===== src/pmrq_pkg.sv =====
// Sizes assume power-of-two banks and entries so that pointers and bank indices wrap naturally
package pmrq_pkg;

    // Bank split
    localparam int PMRQ_NUM_BANKS   = 4;
    localparam int PMRQ_BANK_BITS   = 2;  // Low tag bits select the bank

    // Per-bank queue geometry
    localparam int PMRQ_NUM_ENTRIES = 8;
    localparam int PMRQ_PTR_BITS    = 3;
    localparam int PMRQ_CNT_BITS    = 4;  // One above pointer width to hold a full count

    // Slots held back for requests already in the issue pipeline
    localparam int PMRQ_FULL_MARGIN = 3;

    // Payload widths
    localparam int TAG_BITS  = 6;
    localparam int ADDR_BITS = 32;
    localparam int DATA_BITS = 64;

    typedef logic [TAG_BITS-1:0]  tag_t;
    typedef logic [ADDR_BITS-1:0] addr_t;
    typedef logic [DATA_BITS-1:0] data_t;

    // Helper index types
    typedef logic [PMRQ_BANK_BITS-1:0] bank_idx_t;
    typedef logic [PMRQ_PTR_BITS-1:0]  ptr_t;
    typedef logic [PMRQ_CNT_BITS-1:0]  cnt_t;

    // One pending memory request
    typedef struct packed {
        addr_t addr;   // Target address
        data_t data;   // Store operand or load result
        tag_t  tag;    // Unique in-flight tag
        logic  store;  // 1 for store, 0 for load
    } mem_req_t;

    // Occupancy at which a bank asks upstream to stall
    localparam int PMRQ_AFULL_LEVEL = PMRQ_NUM_ENTRIES - PMRQ_FULL_MARGIN;

    // Bank that owns a tag
    function automatic bank_idx_t tag_bank(input tag_t tag);
        return tag[PMRQ_BANK_BITS-1:0];
    endfunction

endpackage

===== src/pmrq_if.sv =====
// One bank link; enq_valid and rep_valid are single-cycle strobes, pop only while head_done is high
`timescale 1ns/1ps

interface pmrq_if import pmrq_pkg::*; ();

    // Enqueue side
    logic     enq_valid;    // One request per strobe
    mem_req_t enq_req;

    // Replay side
    logic     rep_valid;    // Tag plus its arriving data
    tag_t     rep_tag;
    data_t    rep_data;

    // Head side
    logic     head_done;    // Head present and replayed
    mem_req_t head_req;
    logic     pop;          // Frees the head after the edge

    // Stall level back to the issue stage
    logic     almost_full;

    modport dispatch (
        output enq_valid, enq_req,
        output rep_valid, rep_tag, rep_data,
        input  almost_full
    );

    modport bank (
        input  enq_valid, enq_req,
        input  rep_valid, rep_tag, rep_data,
        input  pop,
        output head_done, head_req,
        output almost_full
    );

    modport arbiter (
        input  head_done, head_req,
        output pop
    );

endinterface


===== src/pmrq_bank.sv =====
// In-order queue; tags must be unique while queued and a replay only hits occupied entries
`timescale 1ns/1ps

module pmrq_bank import pmrq_pkg::*; (
    input  logic    clk_i,
    input  logic    rstn_i,    // Async, active low
    input  logic    flush_i,   // Drops every entry
    pmrq_if.bank    q_io
);

    // Circular buffer state
    ptr_t head;                // Oldest entry
    ptr_t tail;                // Next free slot
    cnt_t count;               // Entries held

    // Per-entry control bits
    logic [PMRQ_NUM_ENTRIES-1:0] valid_q;
    logic [PMRQ_NUM_ENTRIES-1:0] done_q;

    // Request payload storage
    mem_req_t req_tbl [PMRQ_NUM_ENTRIES];

    logic enq_en;
    logic pop_en;
    logic [PMRQ_NUM_ENTRIES-1:0] rep_match;

    // Write only with a free slot; flush takes priority
    assign enq_en = q_io.enq_valid && (count < cnt_t'(PMRQ_NUM_ENTRIES)) && !flush_i;

    // Pop needs something to pop
    assign pop_en = q_io.pop && (count != '0) && !flush_i;

    // Tag compare against every occupied slot
    always_comb begin
        for (int j = 0; j < PMRQ_NUM_ENTRIES; j++) begin
            rep_match[j] = q_io.rep_valid && !flush_i && valid_q[j]
                           && (req_tbl[j].tag == q_io.rep_tag);
        end
    end

    // Pointers, occupancy and control bits
    always_ff @(posedge clk_i or negedge rstn_i) begin
        if (!rstn_i) begin
            head    <= '0;
            tail    <= '0;
            count   <= '0;
            valid_q <= '0;
            done_q  <= '0;
        end else if (flush_i) begin
            head    <= '0;
            tail    <= '0;
            count   <= '0;
            valid_q <= '0;
            done_q  <= '0;
        end else begin
            if (enq_en) begin
                valid_q[tail] <= 1'b1;
                done_q[tail]  <= 1'b0;   // Waits for its replay
                tail          <= tail + ptr_t'(1);
            end
            if (pop_en) begin
                valid_q[head] <= 1'b0;
                done_q[head]  <= 1'b0;
                head          <= head + ptr_t'(1);
            end
            // Replay completes the matching entry
            for (int j = 0; j < PMRQ_NUM_ENTRIES; j++) begin
                if (rep_match[j]) begin
                    done_q[j] <= 1'b1;
                end
            end
            count <= count + cnt_t'(enq_en) - cnt_t'(pop_en);
        end
    end

    // Payload table
    always_ff @(posedge clk_i) begin
        if (enq_en) begin
            req_tbl[tail] <= q_io.enq_req;
        end
        for (int j = 0; j < PMRQ_NUM_ENTRIES; j++) begin
            if (rep_match[j]) begin
                req_tbl[j].data <= q_io.rep_data;  // Patch with arriving data
            end
        end
    end

    // Head offered only once replayed, keeps program order
    assign q_io.head_done = (count != '0) && done_q[head];
    assign q_io.head_req  = req_tbl[head];

    // Early stall covers requests still in the issue pipeline
    assign q_io.almost_full = (count >= cnt_t'(PMRQ_AFULL_LEVEL)) || flush_i || !rstn_i;

    // Margin must absorb in-flight issue, so the bank never sees a request when full
    a_no_enq_full: assert property (
        @(posedge clk_i) disable iff (!rstn_i)
        (q_io.enq_valid && !flush_i) |-> (count < cnt_t'(PMRQ_NUM_ENTRIES))
    ) else $error("Enqueue into full bank");

    // Arbiter pops only offered heads
    a_no_pop_empty: assert property (
        @(posedge clk_i) disable iff (!rstn_i)
        q_io.pop |-> (count != '0)
    ) else $error("Pop from empty bank");

    // Unique tags in flight, never two hits
    a_single_match: assert property (
        @(posedge clk_i) disable iff (!rstn_i)
        $onehot0(rep_match)
    ) else $error("Replay tag matched more than one entry");

endmodule


===== src/flat_wrapper.sv =====
// flat-port wrapper written by rule: the top's interface ports become plain ports
module pmrq_bank_flat import pmrq_pkg::*;
  (clk_i, rstn_i, flush_i, q_io_enq_valid, q_io_enq_req, q_io_rep_valid, q_io_rep_tag, q_io_rep_data, q_io_pop, q_io_head_done, q_io_head_req, q_io_almost_full);
  pmrq_if q_io_i ();
  input  logic clk_i;
  input  logic rstn_i;
  input  logic flush_i;
  input wire logic [$bits(q_io_i.enq_valid)-1:0] q_io_enq_valid;
  input wire logic [$bits(q_io_i.enq_req)-1:0] q_io_enq_req;
  input wire logic [$bits(q_io_i.rep_valid)-1:0] q_io_rep_valid;
  input wire logic [$bits(q_io_i.rep_tag)-1:0] q_io_rep_tag;
  input wire logic [$bits(q_io_i.rep_data)-1:0] q_io_rep_data;
  input wire logic [$bits(q_io_i.pop)-1:0] q_io_pop;
  output wire logic [$bits(q_io_i.head_done)-1:0] q_io_head_done;
  output wire logic [$bits(q_io_i.head_req)-1:0] q_io_head_req;
  output wire logic [$bits(q_io_i.almost_full)-1:0] q_io_almost_full;
  assign q_io_i.enq_valid = q_io_enq_valid;
  assign q_io_i.enq_req = q_io_enq_req;
  assign q_io_i.rep_valid = q_io_rep_valid;
  assign q_io_i.rep_tag = q_io_rep_tag;
  assign q_io_i.rep_data = q_io_rep_data;
  assign q_io_i.pop = q_io_pop;
  assign q_io_head_done = q_io_i.head_done;
  assign q_io_head_req = q_io_i.head_req;
  assign q_io_almost_full = q_io_i.almost_full;
  pmrq_bank u_core (.clk_i(clk_i), .rstn_i(rstn_i), .flush_i(flush_i), .q_io(q_io_i));
endmodule

===== config.mk =====
export PLATFORM = sky130hd
export DESIGN_NAME = pmrq_bank_flat
export DESIGN_NICKNAME = d
export VERILOG_FILES = /design/src/pmrq_pkg.sv /design/src/pmrq_if.sv /design/src/pmrq_bank.sv /design/src/flat_wrapper.sv
export SDC_FILE = /design/constraint.sdc
export NUM_CORES = 2
export LEC_CHECK = 0
export BUFFER_PORTS_ARGS = -buffer_cell sky130_fd_sc_hd__buf_4
export CAP_MARGIN = 40
export CORE_MARGIN = 10
export CORE_UTILIZATION = 35
export CTS_BUF_LIST = sky130_fd_sc_hd__clkbuf_8
export CTS_CLUSTER_DIAMETER = 30
export DETAILED_ROUTE_END_ITERATION = 6
export HOLD_SLACK_MARGIN = 0.03
export SYNTH_ARGS = -nofsm -noshare
export SYNTH_HDL_FRONTEND = slang
export SYNTH_SLANG_ARGS = --single-unit

===== constraint.sdc =====
create_clock -name clk_i -period 8.3 [get_ports clk_i]
set_clock_uncertainty 0.2 [all_clocks]
set_input_delay 0.415 -clock clk_i [delete_from_list [all_inputs] [get_ports clk_i]]
set_output_delay 0.415 -clock clk_i [all_outputs]
set_load 0.05 [all_outputs]

; Word level (Yosys, flattened, before mapping)
; Memories as Yosys holds them, arrays and structs flattened.
; Cells that the tools add are included.
[totals]
reg_bits = 26
latch_bits = 0
ram_bits = 824
mem_bits_ro = 0
inputBits = 179
output_inout_bits = 105
wordCells = 106
memories = 1
[memory_table]
columns = memory, depth, width, rd, rd_clocked_by_memory_dff, write_ports, line
row1 = u_core.req_tbl, 8, 103, 9, 0, 9, pmrq_bank.sv:21  ; mem_req_t req_tbl [PMRQ_NUM_ENTRIES];
[op_classes]
addsub = 4
n_mul = 0
div_mod_pow = 0
magnitude_cmp = 6
n_eq_ne = 8
n_shift = 0
muxes = 45
bitwise = 6
reduce_logical = 31
[op_table]
columns = operator, count
row1 = two-way mux 8 bit, 8
row2 = equality test 6 bit, 8
row3 = two-way mux 1 bit, 29
row4 = bitwise AND 8 bit, 3
row5 = logical AND 1 bit, 24
row6 = NOT 8 bit, 2
row7 = two-way mux 3 bit, 4
row8 = < comparator 3 x 4 -> 1 bit (second input constant), 2
row9 = bitwise OR 8 bit, 1
row10 = adder 3 x 1 -> 3 bit (second input constant), 2
row11 = demux 1 bit (select 3 bit), 2
row12 = greater-or-equal comparator 3 x 1 -> 1 bit (second input constant), 2
row13 = adder 4 x 1 -> 4 bit, 1
row14 = greater-or-equal comparator 4 x 3 -> 1 bit (second input constant), 1
row15 = < comparator 4 bit (second input constant), 1
row16 = two-way mux 4 bit, 1
row17 = nonzero test 2 bit, 2
row18 = nonzero test 4 bit, 1
row19 = subtractor 4 x 1 -> 4 bit, 1
row20 = binary-select mux 1 bit (select 3 bit), 1
row21 = zero test 1 bit, 2
row22 = logical OR 1 bit, 2

; Depth between registers and ports, before layout
[logic_depth]
word_depth = 12
mapped_depth = 13
depth_no_buf = 12

; Least setup slack after synthesis
; No wires, ideal clock.
[synth_timing]
path_type = input port to flip-flop
start = input flush_i
end = memory u_core.req_tbl[6][10] (netlist bit), enable pin
setup_time_ns = 0.574
t_arrival_ns = 5.608
t_required_ns = 7.526
setup_slack_ns = 1.917
path_stages = 3
path_buffers = 1
path_cell_list = or4b_1 > buf_2 > o21ai_0
[synth_rtl]
columns = item, line
row1 = start: declaration, flat_wrapper.sv:7  ; input logic flush_i;
row2 = end: declaration, pmrq_bank.sv:21

; Worst setup path after layout
[layout_timing]
start = register u_core.head[2]
end = output q_io_head_done
[layout_via]
elab_chain_len = 3
[layout_rtl]
columns = item, line
row1 = start: declaration, pmrq_bank.sv:12  ; ptr_t head;
row2 = start signal: assignment, pmrq_bank.sv:64  ; head <= head + ptr_t'(1);
row3 = binary-select mux 1 bit (select 3 bit), pmrq_bank.sv:89  ; assign q_io.head_done = (count != '0) && done_q[head];
row4 = two-way mux 1 bit (not written as such), pmrq_bank.sv:89
row5 = logical AND 1 bit, pmrq_bank.sv:89
row6 = end: declaration, flat_wrapper.sv:14  ; output wire logic [$bits(q_io_i.head_done)-1:0] q_io_head_done;
; Every way passes these cells. The select of a mux whose other input is x is not followed.

==> qor.txt <==
outcome: completed
GR peak layer: met2
met1 GRT Util: 28.73%
Max Freq: 200.8 MHz
mapped cell area: 0.04174 mm2
total grt overflow: 0
largest net degree at the start of global routing: 108
final count of hold timing violations: 0
Mean Syn Cell Area: 12.83 um2
Leak: 22.38 nW
Post-Syn Nets: 3442
total I/O pin count: 284
routability cong.: 0.7755
First DRT Iteration DRCs: 2838
FFs w/ async S/R, synth: 3.059%
H-tree depth: 4
CP required: 7690 ps
# DRC: 0
# resized after CTS: 0
nets: 3964
fillers: 10660
CP max FO: 61
Routed WL per cell: 26.39 um
met3 usage: 4.475%
Routed Antenna Nets: 0
Max VDD drop: 0.1779 mV
postcts setup bufs: 0
FF+latch count, synth: 850
RSZ-0062 raised after global routing: no
Worst-path clk slew: 60 ps
initial antenna violation count: 12
multi-input logic area: 0.01481 mm2
Hold/Removal Path Class: primary input to register
# rows: 126
cells after synthesis: 3254
vias in the first global route: 30440
synth-to-layout area growth: 27.28%
Critical Path AT: 4360 ps
Synth Warn #: 0
sequential-to-total area share from yosys stat: 60.84%
met2 usage: 33.68%
commonest non-fill, non-tap cell in the layout: edfxtp_1
Sink Count: 850
vias per inst: 5.457
Final Cycle Share: 59.99%
CTS Root Cell: clkbuf_8
Initial Utilization: 35.30%
CTS max path bufs: 3
first-pass GRT wire length: 208.8 mm
pwr dens: 270.0 mW/mm2
Max Slew Vio Count: 0
worst-case hold slack: 108.8 ps
Crit. End Element: primary output
Setup Total Neg Slack: 0 ps
Setup WS pre-CTS: 4118 ps
Core Area: 0.1182 mm2
hpwl dp: 81.58 mm
Slew headroom: 39.37%
CTS tree: yes
Die H: 365.3 um
FF/Latch Area: 0.02541 mm2
first drt pass iteration count: 6
via count: 30030
final core occ: 44.93%
Critical Path Start Type: register
die width: 365.3 um
CTS Buf Count: 208
Total GRT Usage: 21.13%
Post-synth top flop: edfxtp_1
Final Critical Period: 4979 ps
CTS Hold Bufs: 251
count of flip-flops with a built-in enable after synthesis: 824
Total Routed Length: 145.2 mm
Tightest Pin Transition: 909.4 ps
IO buf count: 283
share of cells above drive strength 1: 19.87%
Skew-Pair Late Insertion Delay: 910 ps
commonest cells after routing, fill and taps aside: edfxtp_1, mux2i_1, nand2_1, buf_4, dlygate4sd3_1
Final WS setup: 3321 ps
crit path kind: register to primary output
setup violators final: 0
die area: 0.1335 mm2
Distinct cells, synth: 55
MaxCap Viol Count: 0
==> worst max-delay path, stage by stage, from the launching register on <==
cell and delay (ps):
dfrtp_4 880, buf_12 440, nor2b_4 210, buf_4 350, buf_16 290, a22o_1 190
a22oi_1 60, a21boi_0 650, buf_4 330
==> area by class of cell <==
type | count | area share [%]
sequential | 850 | 47.82
antenna | 6 | 0.02826
clock buffer | 210 | 5.441
timing repair buffer | 627 | 11.28
multi-input combinational | 2014 | 27.88
tap | 1536 | 3.618
inverter | 75 | 0.5394
clock inverter | 184 | 3.396
==> worst paths after layout <==
check | from | endpoint | slack [ps] | depth (start not counted)
setup reg to reg | u_core.count[3]$_DFF_PN0_ | u_core.req_tbl[4][62]$_DFFE_PP_ | 4250 | 8
min in group asynchronous | rstn_i | u_core.done_q[6]$_DFF_PN0_ | 410 | 4
setup / recovery | u_core.head[2]$_DFFE_PN0P_ | q_io_head_done | 3320 | 8
hold / removal | q_io_enq_req[98] | u_core.req_tbl[4][98]$_DFFE_PP_ | 110 | 2
hold reg to reg | u_core.done_q[3]$_DFF_PN0_ | u_core.done_q[3]$_DFF_PN0_ | 310 | 2
max in group asynchronous | rstn_i | u_core.head[0]$_DFFE_PN0P_ | 7270 | 4
==> flip-flops by register name, indices dropped and copies added (netlist names) <==
register / flops
u_core.req_tbl: 824
u_core.done_q: 8
u_core.valid_q: 8
u_core.count: 4
u_core.head: 3
u_core.tail: 3
==> synth_stat cells (9+ instances only) <==
library cell | number | share of area, %
a21oi_1 | 24 | 0.29
nor3_1 | 9 | 0.11
buf_4 | 15 | 0.27
mux2i_1 | 684 | 16
a2bb2oi_1 | 66 | 1.4
dfrtp_1 | 26 | 1.6
nand2_1 | 601 | 5.4
buf_2 | 165 | 2.0
a22oi_1 | 32 | 0.58
a221oi_1 | 36 | 0.76
buf_6 | 9 | 0.24
edfxtp_1 | 824 | 59
inv_1 | 73 | 0.66
o22a_1 | 13 | 0.27
o22ai_1 | 20 | 0.30
nor2b_1 | 10 | 0.15
a22o_1 | 73 | 1.5
clkbuf_1 | 104 | 0.94
nor2_1 | 112 | 1.0
xor2_1 | 46 | 0.97
buf_1 | 22 | 0.20
a221o_1 | 66 | 1.6
o21ai_0 | 87 | 1.0
mux2_2 | 55 | 1.5
==> layer usage <==
layer  wire length (um)  vias to the layer above  part of all wire, %
li1                   -                    13190                    -
met1              63070                    15230                   43
met2              67810                     1337                   47
met3              10950                      255                  7.5
met4               3303                       18                  2.3
met5                 89                        -                0.061
==> metrics by stage <==
stage	total power, mW	std cells	instance area [um2]
final	14.34	5502	53120
after floorplan	7.395	3254	41740
after detailed placement	8.751	4851	45890
after CTS	14.44	5496	53110
after global placement	8.664	4814	45020
after global routing	14.86	5499	53120
==> power by group <==
part / leakage [nW] / switching (mW) / total [mW] / internal [mW]
clock network: 2.47 / 2.19 / 5.60 / 3.40
logic: 11.8 / 2.57 / 3.84 / 1.27
registers: 8.14 / 0.0788 / 4.90 / 4.82
==> logic make-up after synthesis <==
logic type               synth area share [%]
AND/OR/NAND/NOR                         7.383
multiplexers                            17.89
XOR/XNOR                                1.133
flip-flops                              60.84
buffers and inverters                   4.299
adder cells (fa/ha/maj)                0.2878
AO/OA/AOI/OAI                           8.169
No activity file was read; power rests on OpenSTA's default activity.
